$ cat config.mk
export PLATFORM = sky130hd
export DESIGN_NAME = acq_top
export DESIGN_NICKNAME = d
export VERILOG_FILES = /design/src/hw/acq_pkg.sv /design/src/hw/acq_top.sv /design/src/hw/acq_console.sv /design/src/hw/frame_sender.sv /design/src/hw/frame_ram.sv /design/src/hw/frame_packer.sv /design/src/hw/spi_adc_reader.sv
export SDC_FILE = /design/constraint.sdc
export NUM_CORES = 1
export LEC_CHECK = 0
export ABC_AREA = 1
export BUFFER_PORTS_ARGS = -buffer_cell sky130_fd_sc_hd__buf_4
export CORE_UTILIZATION = 34
export CTS_BUF_LIST = sky130_fd_sc_hd__clkbuf_4 sky130_fd_sc_hd__clkbuf_8
export DETAILED_ROUTE_END_ITERATION = 16
export PLACE_DENSITY = 0.45
export SKIP_LAST_GASP = 1
export SLEW_MARGIN = 25
export SYNTH_ARGS = -nofsm -noshare
export SYNTH_HDL_FRONTEND = slang
export SYNTH_SLANG_ARGS = --single-unit
$ cat constraint.sdc
create_clock -name clk -period 5.3 [get_ports clk]
set_clock_uncertainty 0.2 [all_clocks]
set_input_delay 0.53 -clock clk [delete_from_list [all_inputs] [get_ports clk]]
set_output_delay 0.53 -clock clk [all_outputs]
set_load 0.02 [all_outputs]
$ cat src/hw/acq_pkg.sv
package acq_pkg;

    localparam int NUM_CH = 4;
    localparam int SAMPLE_W = 12;
    localparam int SPI_BITS = 16;
    localparam int SCLK_HALF = 2;
    localparam int FRAME_BYTES = 11;
    localparam logic [7:0] SYNC_BYTE = 8'hA5;
    localparam int CREDIT_MAX = 4;
    localparam int RAM_AW = 5;

    // Per-channel SPI transfer layout, in clk cycles
    localparam int CS_SETUP = 2;
    localparam int CS_HOLD = 2;
    localparam int SCLK_PERIOD = 2 * SCLK_HALF;
    localparam int XFER_END = CS_SETUP + SPI_BITS * SCLK_PERIOD;
    localparam int CH_CYCLES = XFER_END + CS_HOLD;

    typedef logic [SAMPLE_W-1:0] sample_t;
    typedef logic [7:0] byte_t;
    typedef logic [3:0] btype_t;
    typedef logic [3:0] seq_t;
    typedef logic [RAM_AW-1:0] ram_addr_t;
    typedef logic [2:0] credit_t;

    // ch[0] sits in the low bits
    typedef struct packed {
        sample_t [NUM_CH-1:0] ch;
    } sample_set_t;

    typedef struct packed {
        logic      en;
        ram_addr_t addr;
        byte_t     data;
    } ram_wr_t;

    typedef struct packed {
        byte_t data;
        logic  last;
    } tx_byte_t;

    typedef enum logic [1:0] {
        IDLE,
        CONV,
        PACK,
        WAIT_SEND
    } console_state_t;

endpackage
$ cat src/hw/acq_top.sv
`timescale 1ns/1ns

module acq_top (
    input  logic              clk,
    input  logic              rst_n,
    input  logic              start,
    input  acq_pkg::btype_t   btype,
    input  acq_pkg::seq_t     frame_count,
    output logic              busy,
    input  logic              spi_miso,
    output logic              spi_sclk,
    output logic              spi_cs_n,
    output logic              spi_mosi,
    output acq_pkg::tx_byte_t tx,
    output logic              tx_valid,
    input  logic              tx_credit
);
    // Control section
    logic fs_conv, fd_conv;
    logic fs_pack, fd_pack;
    logic fs_send, fd_send;
    acq_pkg::btype_t frame_btype;
    acq_pkg::seq_t   frame_seq;

    // ADC and RAM section
    acq_pkg::sample_set_t samples;
    acq_pkg::ram_wr_t     ram_wr;
    acq_pkg::ram_addr_t   rd_addr;
    acq_pkg::byte_t       rd_data;

    acq_console
    i_console(
        .clk, .rst_n,
        .start, .btype, .frame_count,
        .fd_conv, .fd_pack, .fd_send,
        .busy,
        .fs_conv, .fs_pack, .fs_send,
        .frame_btype, .frame_seq
    );

    spi_adc_reader
    i_reader(
        .clk, .rst_n,
        .fs_conv, .fd_conv,
        .samples,
        .spi_miso, .spi_sclk, .spi_cs_n, .spi_mosi
    );

    frame_packer
    i_packer(
        .clk, .rst_n,
        .fs_pack, .fd_pack,
        .frame_btype, .frame_seq,
        .samples,
        .ram_wr
    );

    frame_ram
    i_ram(
        .clk,
        .ram_wr,
        .rd_addr, .rd_data
    );

    frame_sender
    i_sender(
        .clk, .rst_n,
        .fs_send, .fd_send,
        .frame_seq,
        .rd_data, .rd_addr,
        .tx_credit, .tx, .tx_valid
    );

endmodule

$ cat src/hw/acq_console.sv
`timescale 1ns/1ns

module acq_console (
    input  logic            clk,
    input  logic            rst_n,
    input  logic            start,
    input  acq_pkg::btype_t btype,
    input  acq_pkg::seq_t   frame_count,
    input  logic            fd_conv,
    input  logic            fd_pack,
    input  logic            fd_send,
    output logic            busy,
    output logic            fs_conv,
    output logic            fs_pack,
    output logic            fs_send,
    output acq_pkg::btype_t frame_btype,
    output acq_pkg::seq_t   frame_seq
);
    acq_pkg::console_state_t state;
    acq_pkg::seq_t           remaining;
    acq_pkg::seq_t           next_seq;
    logic                    send_pending;
    logic                    accept;
    logic                    pack_go;

    assign busy    = (state != acq_pkg::IDLE);
    assign accept  = (state == acq_pkg::IDLE) && start;
    // Bank of the previous frame must be fully sent before repacking
    assign pack_go = (state == acq_pkg::WAIT_SEND) && (remaining != '0) && !send_pending;

    always_ff @(posedge clk or negedge rst_n) begin
        if (!rst_n) begin
            state        <= acq_pkg::IDLE;
            remaining    <= '0;
            send_pending <= 1'b0;
            fs_conv      <= 1'b0;
            fs_pack      <= 1'b0;
            fs_send      <= 1'b0;
        end else begin
            fs_conv <= 1'b0;
            fs_pack <= 1'b0;
            fs_send <= 1'b0;
            if (fd_send) begin
                send_pending <= 1'b0;
            end
            case (state)
                acq_pkg::IDLE: begin
                    if (accept) begin
                        // Zero frames runs as one
                        remaining <= (frame_count == '0) ? 4'd1 : frame_count;
                        fs_conv   <= 1'b1;
                        state     <= acq_pkg::CONV;
                    end
                end
                acq_pkg::CONV: begin
                    if (fd_conv) begin
                        state <= acq_pkg::WAIT_SEND;
                    end
                end
                acq_pkg::WAIT_SEND: begin
                    if (pack_go) begin
                        fs_pack <= 1'b1;
                        state   <= acq_pkg::PACK;
                    end else if (remaining == '0 && fd_send) begin
                        state <= acq_pkg::IDLE;
                    end
                end
                acq_pkg::PACK: begin
                    if (fd_pack) begin
                        fs_send      <= 1'b1;
                        send_pending <= 1'b1;
                        remaining    <= remaining - 4'd1;
                        // Next conversion overlaps this send
                        if (remaining != 4'd1) begin
                            fs_conv <= 1'b1;
                            state   <= acq_pkg::CONV;
                        end else begin
                            state <= acq_pkg::WAIT_SEND;
                        end
                    end
                end
                default: state <= acq_pkg::IDLE;
            endcase
        end
    end

    // frame_seq holds through packing and the send start
    always_ff @(posedge clk) begin
        if (accept) begin
            frame_btype <= btype;
            next_seq    <= '0;
        end
        if (pack_go) begin
            frame_seq <= next_seq;
            next_seq  <= next_seq + 4'd1;
        end
    end

endmodule

$ cat src/hw/frame_sender.sv
`timescale 1ns/1ns

module frame_sender (
    input  logic                clk,
    input  logic                rst_n,
    input  logic                fs_send,
    input  acq_pkg::seq_t       frame_seq,
    input  acq_pkg::byte_t      rd_data,
    input  logic                tx_credit,
    output logic                fd_send,
    output acq_pkg::ram_addr_t  rd_addr,
    output acq_pkg::tx_byte_t   tx,
    output logic                tx_valid
);
    logic             active;
    logic             bank;
    logic [3:0]       rd_idx;
    logic             issue;
    logic             last_q;
    acq_pkg::credit_t credits;

    // A read only goes out when a credit covers its byte
    assign issue   = active && (credits != '0);
    assign rd_addr = {bank, rd_idx};

    // RAM data arrives with the valid one cycle after the read
    assign tx.data = rd_data;
    assign tx.last = last_q;

    always_ff @(posedge clk or negedge rst_n) begin
        if (!rst_n) begin
            active   <= 1'b0;
            bank     <= 1'b0;
            rd_idx   <= '0;
            last_q   <= 1'b0;
            tx_valid <= 1'b0;
            fd_send  <= 1'b0;
            credits  <= acq_pkg::credit_t'(acq_pkg::CREDIT_MAX);
        end else begin
            tx_valid <= issue;
            fd_send  <= tx_valid && last_q;
            if (issue) begin
                last_q <= (rd_idx == acq_pkg::FRAME_BYTES - 1);
            end
            if (fs_send && !active) begin
                active <= 1'b1;
                bank   <= frame_seq[0];
                rd_idx <= '0;
            end else if (issue) begin
                rd_idx <= rd_idx + 4'd1;
                if (rd_idx == acq_pkg::FRAME_BYTES - 1) begin
                    active <= 1'b0;
                end
            end
            // Simultaneous return and send cancel out
            case ({issue, tx_credit})
                2'b10: credits <= credits - 3'd1;
                2'b01: begin
                    if (credits != acq_pkg::CREDIT_MAX) begin
                        credits <= credits + 3'd1;
                    end
                end
                default: credits <= credits;
            endcase
        end
    end

endmodule

$ cat src/hw/frame_ram.sv
`timescale 1ns/1ns

module frame_ram (
    input  logic                clk,
    input  acq_pkg::ram_wr_t    ram_wr,
    input  acq_pkg::ram_addr_t  rd_addr,
    output acq_pkg::byte_t      rd_data
);
    // Two banks of 16 bytes
    acq_pkg::byte_t mem [0:(1 << acq_pkg::RAM_AW) - 1];

    always_ff @(posedge clk) begin
        if (ram_wr.en) begin
            mem[ram_wr.addr] <= ram_wr.data;
        end
    end

    // Registered read port
    always_ff @(posedge clk) begin
        rd_data <= mem[rd_addr];
    end

endmodule

$ cat src/hw/frame_packer.sv
`timescale 1ns/1ns

module frame_packer (
    input  logic                 clk,
    input  logic                 rst_n,
    input  logic                 fs_pack,
    input  acq_pkg::btype_t      frame_btype,
    input  acq_pkg::seq_t        frame_seq,
    input  acq_pkg::sample_set_t samples,
    output logic                 fd_pack,
    output acq_pkg::ram_wr_t     ram_wr
);
    logic             active;
    logic [3:0]       idx;
    logic [3:0]       pos;
    logic [1:0]       k;
    acq_pkg::btype_t  btype_q;
    acq_pkg::seq_t    seq_q;
    acq_pkg::byte_t   csum;
    acq_pkg::byte_t   cur_byte;
    acq_pkg::sample_t smp;

    // Sample bytes start at index 2, two per channel
    assign pos = idx - 4'd2;
    assign k   = pos[2:1];
    assign smp = samples.ch[k];

    always_comb begin
        if (idx == 4'd0) begin
            cur_byte = acq_pkg::SYNC_BYTE;
        end else if (idx == 4'd1) begin
            cur_byte = {btype_q, seq_q};
        end else if (idx == acq_pkg::FRAME_BYTES - 1) begin
            cur_byte = csum;
        end else if (!pos[0]) begin
            cur_byte = {2'b00, k, smp[11:8]};
        end else begin
            cur_byte = smp[7:0];
        end
    end

    // Bank select from seq bit 0
    assign ram_wr.en   = active;
    assign ram_wr.addr = {seq_q[0], idx};
    assign ram_wr.data = cur_byte;

    always_ff @(posedge clk or negedge rst_n) begin
        if (!rst_n) begin
            active  <= 1'b0;
            idx     <= '0;
            fd_pack <= 1'b0;
        end else begin
            fd_pack <= 1'b0;
            if (fs_pack && !active) begin
                active <= 1'b1;
                idx    <= '0;
            end else if (active) begin
                idx <= idx + 4'd1;
                if (idx == acq_pkg::FRAME_BYTES - 1) begin
                    active  <= 1'b0;
                    fd_pack <= 1'b1;
                end
            end
        end
    end

    always_ff @(posedge clk) begin
        if (fs_pack && !active) begin
            btype_q <= frame_btype;
            seq_q   <= frame_seq;
            csum    <= '0;
        end else if (active) begin
            csum <= csum ^ cur_byte;
        end
    end

endmodule

$ cat src/hw/spi_adc_reader.sv
`timescale 1ns/1ns

module spi_adc_reader (
    input  logic                 clk,
    input  logic                 rst_n,
    input  logic                 fs_conv,
    output logic                 fd_conv,
    output acq_pkg::sample_set_t samples,
    input  logic                 spi_miso,
    output logic                 spi_sclk,
    output logic                 spi_cs_n,
    output logic                 spi_mosi
);
    logic                      active;
    logic [6:0]                cnt;
    logic [1:0]                ch;
    logic [6:0]                tick;
    logic [3:0]                bit_idx;
    logic [1:0]                sub;
    logic                      in_xfer;
    logic [acq_pkg::SPI_BITS-1:0] cmd;
    acq_pkg::sample_t          shreg;

    // Position inside the SCLK part of a channel transfer
    assign tick    = cnt - 7'(acq_pkg::CS_SETUP);
    assign bit_idx = 4'(tick / acq_pkg::SCLK_PERIOD);
    assign sub     = 2'(tick % acq_pkg::SCLK_PERIOD);
    assign in_xfer = active && (cnt >= acq_pkg::CS_SETUP) && (cnt < acq_pkg::XFER_END);

    // Command word: 0, 1, channel number, then zeros
    assign cmd = {2'b01, ch, {(acq_pkg::SPI_BITS - 4){1'b0}}};

    always_ff @(posedge clk or negedge rst_n) begin
        if (!rst_n) begin
            active  <= 1'b0;
            cnt     <= '0;
            ch      <= '0;
            fd_conv <= 1'b0;
        end else begin
            fd_conv <= 1'b0;
            if (fs_conv && !active) begin
                active <= 1'b1;
                cnt    <= '0;
                ch     <= '0;
            end else if (active) begin
                if (cnt == acq_pkg::CH_CYCLES - 1) begin
                    cnt <= '0;
                    ch  <= ch + 2'd1;
                    if (ch == acq_pkg::NUM_CH - 1) begin
                        active <= 1'b0;
                    end
                end else begin
                    cnt <= cnt + 7'd1;
                end
                // One cycle early so done lines up with the final count
                if (ch == acq_pkg::NUM_CH - 1 && cnt == acq_pkg::CH_CYCLES - 2) begin
                    fd_conv <= 1'b1;
                end
            end
        end
    end

    // SPI pins are registered
    always_ff @(posedge clk or negedge rst_n) begin
        if (!rst_n) begin
            spi_cs_n <= 1'b1;
            spi_sclk <= 1'b0;
            spi_mosi <= 1'b0;
        end else begin
            spi_cs_n <= !(active && (cnt < acq_pkg::XFER_END));
            spi_sclk <= in_xfer && (sub >= acq_pkg::SCLK_HALF);
            if (in_xfer && sub == 2'd0) begin
                spi_mosi <= cmd[acq_pkg::SPI_BITS - 1 - bit_idx];
            end else if (!active) begin
                spi_mosi <= 1'b0;
            end
        end
    end

    // MISO taken on the rising SCLK edge; last 12 bits are the sample
    always_ff @(posedge clk) begin
        if (in_xfer && sub == acq_pkg::SCLK_HALF) begin
            shreg <= {shreg[acq_pkg::SAMPLE_W-2:0], spi_miso};
        end
        if (active && cnt == acq_pkg::XFER_END) begin
            samples.ch[ch] <= shreg;
        end
    end

endmodule

=== Word level (Yosys, flattened, before mapping) ===
Memory sizes are Yosys's and may differ from the RTL's. A register that Yosys moved wholly into a read port is not among the register bits.
Cells that the tools add are included.

* Shift operators: 0
* Reductions and logical operators: 44
* Equality and inequality tests: 20
* $lt $le $gt $ge: 7
* Multipliers: 0
* $add $sub $neg: 11
* Mux-type cells: 67
* Bitwise logic cells: 1
* Divide/modulo/power cells: 0

{| class="wikitable"
|+ Operator list
! cell !! count
|-
| $bwmux W48 || 1
|-
| $mux W4 || 9
|-
| $lt A32 B5 Y1 const B || 1
|-
| $mux W8 || 4
|-
| $mux W1 || 31
|-
| $bmux W12 S2 || 1
|-
| $demux W12 S2 || 1
|-
| $mux W12 || 2
|-
| $mux W7 || 3
|-
| $logic_and A1 B1 Y1 || 18
|-
| $mux W2 || 9
|-
| $reduce_bool A2 Y1 || 9
|-
| $eq A7 B7 Y1 const B || 2
|-
| $add A4 B1 Y4 const B || 3
|-
| $logic_not A4 Y1 || 3
|-
| $eq A2 B2 Y1 const B || 5
|-
| $eq A4 B4 Y1 const B || 2
|-
| $ne A2 B1 Y1 const B || 4
|-
| $pmux W2 S4 || 1
|-
| $pmux W4 S2 || 1
|-
| $xor A8 B8 Y8 || 1
|-
| $add A7 B1 Y7 const B || 1
|-
| $ge A7 B2 Y1 const B || 1
|-
| $lt A7 B7 Y1 const B || 1
|-
| 27 further kinds || 36
|}

* Output and inout port bits: 14
* Bits in latches: 0
* ROM bits: 0
* Memories kept: 1
* Bits of input ports: 13
* Word-level logic and storage cells: 185
* Memory bits (writable): 256
* Register bits: 130

{| class="wikitable"
|+ Memories
! memory !! depth !! bits a word !! read ports !! clocked after Yosys merged registers in !! wr ports !! line !! text
|-
| i_ram.mem || 32 || 8 || 1 || 1 || 1 || frame_ram.sv:10 || <nowiki>acq_pkg::byte_t mem [0:(1 << acq_pkg::RAM_AW) - 1];</nowiki>
|}

=== Logic depth before layout (Yosys ltp) ===
* Depth in word-level cells: 8
* Mapped depth: 14
* Depth with buffers taken out: 13

=== Modules after synthesis ===
From an unflattened synthesis, not the netlist that was laid out.

* Cell total of the unflattened synthesis: 1533
* Area total of the unflattened synthesis: 16988.8 um^2

{| class="wikitable"
|+ Modules (own cells, without submodules)
! module !! seq. area each (um^2) !! cells an instance !! area each (um^2) !! instances
|-
| frame_ram || 7847.5 || 922 || 10786.6 || 1
|-
| spi_adc_reader || 2153.3 || 165 || 2701.3 || 1
|-
| frame_packer || 550.5 || 269 || 1776.7 || 1
|-
| acq_console || 610.6 || 102 || 1038.5 || 1
|-
| frame_sender || 301.5 || 75 || 685.7 || 1
|}

=== Worst setup path before layout ===
OpenSTA, ideal clock, no wires.

* Path kind: register -> register
* Start point: register i_packer.idx[2]
* End point: memory i_ram.mem[0][3] (netlist name) (data pin)
* Setup time: 0.351 ns
* Cell stages (with the launch flop): 10
* Data arrival time: 2.269 ns
* Buffers on the path: 1
* Path slack: 2.479 ns
* Clock period less this slack: 2.821 ns
* Data required time: 4.749 ns
* Cells stage by stage: dfrtp_1 ha_1 inv_1 buf_2 o21ai_0 o21ai_1 nand2_1 nand3_2 nand2_1 nor2_1

* Word-level cells in the longest chain between the ends: 7
* Elaborated cells on any way between the ends: 10
* Classes of those cells: 1 x add/sub; 2 x eq/ne; 6 x mux; 1 x reduce/logical

{| class="wikitable"
|+ RTL lines
! what !! line !! text
|-
| start, declared || frame_packer.sv:14 || <nowiki>logic [3:0] idx;</nowiki>
|-
| start signal, assigned || frame_packer.sv:58 || <nowiki>idx <= idx + 4'd1;</nowiki>
|-
| $sub A3 B2 Y3 || frame_packer.sv:24 || <nowiki>assign pos = idx - 4'd2;</nowiki>
|-
| $bmux W12 S2 || frame_packer.sv:26 || <nowiki>assign smp = samples.ch[k];</nowiki>
|-
| $mux W12 (not written as such) || frame_packer.sv:26 ||
|-
| $mux W8 || frame_packer.sv:35 || <nowiki>end else if (!pos[0]) begin</nowiki>
|-
| $mux W8 || frame_packer.sv:33 || <nowiki>end else if (idx == acq_pkg::FRAME_BYTES - 1) begin</nowiki>
|-
| $mux W8 || frame_packer.sv:31 || <nowiki>end else if (idx == 4'd1) begin</nowiki>
|-
| $mux W8 (*) || frame_packer.sv:29 || <nowiki>if (idx == 4'd0) begin</nowiki>
|-
| via i_packer.cur_byte[3] || frame_packer.sv:20 || <nowiki>acq_pkg::byte_t cur_byte;</nowiki>
|-
| end, declared || frame_ram.sv:10 ||
|}

The timed path passes the listed nets; every way through them passes the cells marked *. The select of a mux whose other input is x is not followed.

=== Worst setup path in the final report ===
* Start point: register i_packer.idx[1]
* End point: memory i_ram.mem[6][7] (netlist name) (data pin)

The elaborated chain is that of the path after synthesis.

==> impl_metrics.ini <==
[timing]
rsz0062_at_grt = no
fmax_ghz = 0.292
fin_setup_tns_ps = 0
drv_slew = 0
setup_violations = 0
hold_viol_final = 0
fin_crit_ps = 3430
maxSlewHeadroom = 0.292
fin_hold_ws_ps = 91.6
tightest_slew_ps = 1060
min_period_over_period = 0.646

[setup_path]
rr_startpoint = i_packer.idx[1]$_DFFE_PN0P_
path_class = reg -> reg
crit_start = i_packer.idx[1]$_DFFE_PN0P_
critical_path.cell_chain = ha_1 > inv_1 > nand3_1 > nand3_1 > nand2_1 > nand2_1 > nand3_2
r2r_slack_ps = 1870
endpoint_kind = flop
critPathCapture = i_ram.mem[6][7]$_DFFE_PP_
crit_slowest_cell = dfrtp_1
critPathMaxStageDelay_ps = 920
crit_required_ps = 5210
worst_setup_path_start_kind = flop
r2r_end = i_ram.mem[6][7]$_DFFE_PP_
r2r_cells = 7
cp_max_fo = 34
cp.arrival_ps = 3340

[synth]
syn_inst = 1398
ys_ff_latch = 394
yosysWarnings = 0
syn_area_um2 = 16300
synth.avg_cell_area_um2 = 11.7
yosysTopAreaCellShare = 0.617
syn-num-nets = 1433
netlist_top_cells_area = edfxtp_1, dfrtp_1, nand2_1
synth_cell_types = 44
ys_seq_area_frac = 0.701
synth_largest_area_cell = edfxtp_1

[routing]
drt_iter0_markers = 561
via_per_inst = 4.86
wl_per_cell_um = 19.2
postRouteAntennaNets = 0
via_count = 10300
drc = 0
finalWirelength_mm = 40.6
dr.pass1.iters = 5

[die]
rows = 79
start_util = 0.348
core_region_area_um2 = 47000
die-area_um2 = 49000
ioPinCount = 27
fp.dieW_um = 221
fp.dieH_um = 221

[pwr]
leakage_nw = 6.90
powerDensity_nw_per_um2 = 496
ir_worst_vdd_mv = 0.434

[worst_hold_path]
hold_path_class = in -> reg
min_path_cells = 3

[clock_network]
post_cts_buffers = 0
insertion_delay_ps = 610
clock_sinks = 394
h-tree-depth = 3
path_clk_slew_ps = 60
cts_buffer_depth = 3
cts-root-buf = clkbuf_8
tritoncts = done
cts_buffers = 69

[layout]
fin_nets = 1491
layout-drive-gt1-share = 0.128
final_core_util = 0.394
final_area_um2 = 18500
diodes = 0
fin_cells = 2111
areaGrowthSynthToFinish_pct = 13.1

[global_route]
grt_usage = 0.170
grt-ovfl-total = 0
grt_max_degree = 136
grt_pass1_wl_mm = 63.1
grt_antenna_before_repair = 1
grt_pass1_vias = 10500

[run_status]
status = finished clean

[placed_design]
dpl_cell_area_um2 = 17100
dp.cells = 1984
portBuffers = 26
gp_congestion = 0.783
dp.final_hpwl_mm = 24.0

[flow_run]
maxCapViolations = 0
cells in the mapped netlist, drive strengths merged:
cell type and n:
a21oi 11, a22o 1, a22oi 1, a31oi 1, buf 46, clkbuf 17, clkinv 2, dfrtp 40
dfstp 2, dfxtp 16, edfxtp 336, fa 1, ha 21, inv 96, nand2 232, nand3 97
nand3b 4, nand4 8, nor2 218, nor3 6, nor4 2, o211ai 25, o21a 1, o21ai 156
o221ai 10, o22ai 28, o311ai 1, o31ai 1, or2 6, or3 1, xnor2 3, xor2 8
report_power, final:
part           internal [mW]  total (mW)  leakage (nW)  switching, mW
Sequential              4.40        4.56          3.73          0.164
Clock                   1.45        2.66         0.697           1.21
Combinational          0.412        1.95          2.47           1.54
layout by cell type (no fill, tap or decap), types with 11 or more instances in the layout:
master	synthesis	layout
o21ai_0	144	144
nand3_1	92	92
dfrtp_1	40	38
o211ai_1	25	25
clkbuf_8	0	74
dfxtp_1	16	16
o21ai_1	11	11
a21oi_1	11	11
edfxtp_1	336	336
inv_1	89	89
buf_4	12	40
o22ai_1	28	28
nor2_1	210	202
clkbuf_4	0	24
ha_1	21	21
nor2_2	4	12
nand2_1	227	227
clkinv_1	2	12
what timing repair did:
action | in CTS | in global routing
gates resized for setup | 0 | 0
endpoints found under the hold margin | 47 | 0
hold buffers | 8 | 0
layout make-up:
type	instances	area (um2)
Fill cell	4488	28500
Sequential cell	394	11500
Multi-Input combinational cell	843	4170
Clock buffer	98	1200
Tap cell	607	759
Timing Repair Buffer	50	420
Inverter	98	373
Clock inverter	21	95.1
worst min path at each step:
stage	startpoint	slack, ps	endpoint
CTS	frame_count[3]	30	i_console.remaining[3]$_DFFE_PN0P_
detailed placement	i_console.frame_seq[2]$_DFFE_PP_	210	i_packer.seq_q[2]$_DFFE_PP_
global route	frame_count[2]	80	i_console.remaining[2]$_DFFE_PN0P_
finish	frame_count[3]	90	i_console.remaining[3]$_DFFE_PN0P_
global placement	i_console.frame_seq[2]$_DFFE_PP_	200	i_packer.seq_q[2]$_DFFE_PP_
floorplan	rst_n	30	i_console.fs_conv$_DFF_PN0_
flip-flops by register name, indices dropped and copies added (netlist names), 2 cells and up:
signal / flops
i_sender.rd_idx: 4
i_console.state: 2
i_packer.idx: 4
i_packer.seq_q: 4
i_ram.rd_data: 8
i_packer.csum: 8
i_console.frame_seq: 4
i_sender.credits: 3
i_reader.cnt: 7
i_console.remaining: 4
i_ram.mem: 256
i_reader.ch: 2
i_console.frame_btype: 4
i_packer.btype_q: 4
i_console.next_seq: 4
i_reader.samples: 48
i_reader.shreg: 12
stage by stage:
stage | worst slack [ps] | power, mW
CTS | 1800 | 9.32
global placement | 1960 | 6.58
detailed placement | 1830 | 6.62
floorplan | 2480 | 5.80
finish | 1870 | 9.18
global route | 1540 | 9.68
worst max-delay path, delay by kind of cell (launching register included):
family	cells	cell delay, ps
adders and majority gates	1	530
DFF	1	920
and+or+nand+nor	5	900
buffers and inverters	1	350
metal layers:
| metal | routed length, um | GRT usage | up-vias |
|---|---|---|---|
| met5 | 0 | 0 | - |
| met4 | 882 | 0.0539 | 0 |
| met3 | 1480 | 0.0328 | 71 |
| met2 | 19300 | 0.277 | 194 |
| met1 | 18900 | 0.227 | 4987 |
| li1 | - | - | 5009 |
kinds of logic (layout without fill, tap and decap cells):
| group | Yosys count | after routing | synth area share |
|---|---|---|---|
| AO/OA/AOI/OAI | 236 | 236 | 0.0826 |
| XOR/XNOR | 11 | 11 | 0.00589 |
| adder cells (fa/ha/maj) | 22 | 22 | 0.0173 |
| buffers and inverters | 161 | 267 | 0.0449 |
| flip-flops | 394 | 394 | 0.701 |
| AND/OR/NAND/NOR | 574 | 574 | 0.148 |
Note: power is estimated with default switching activity, not from simulation.
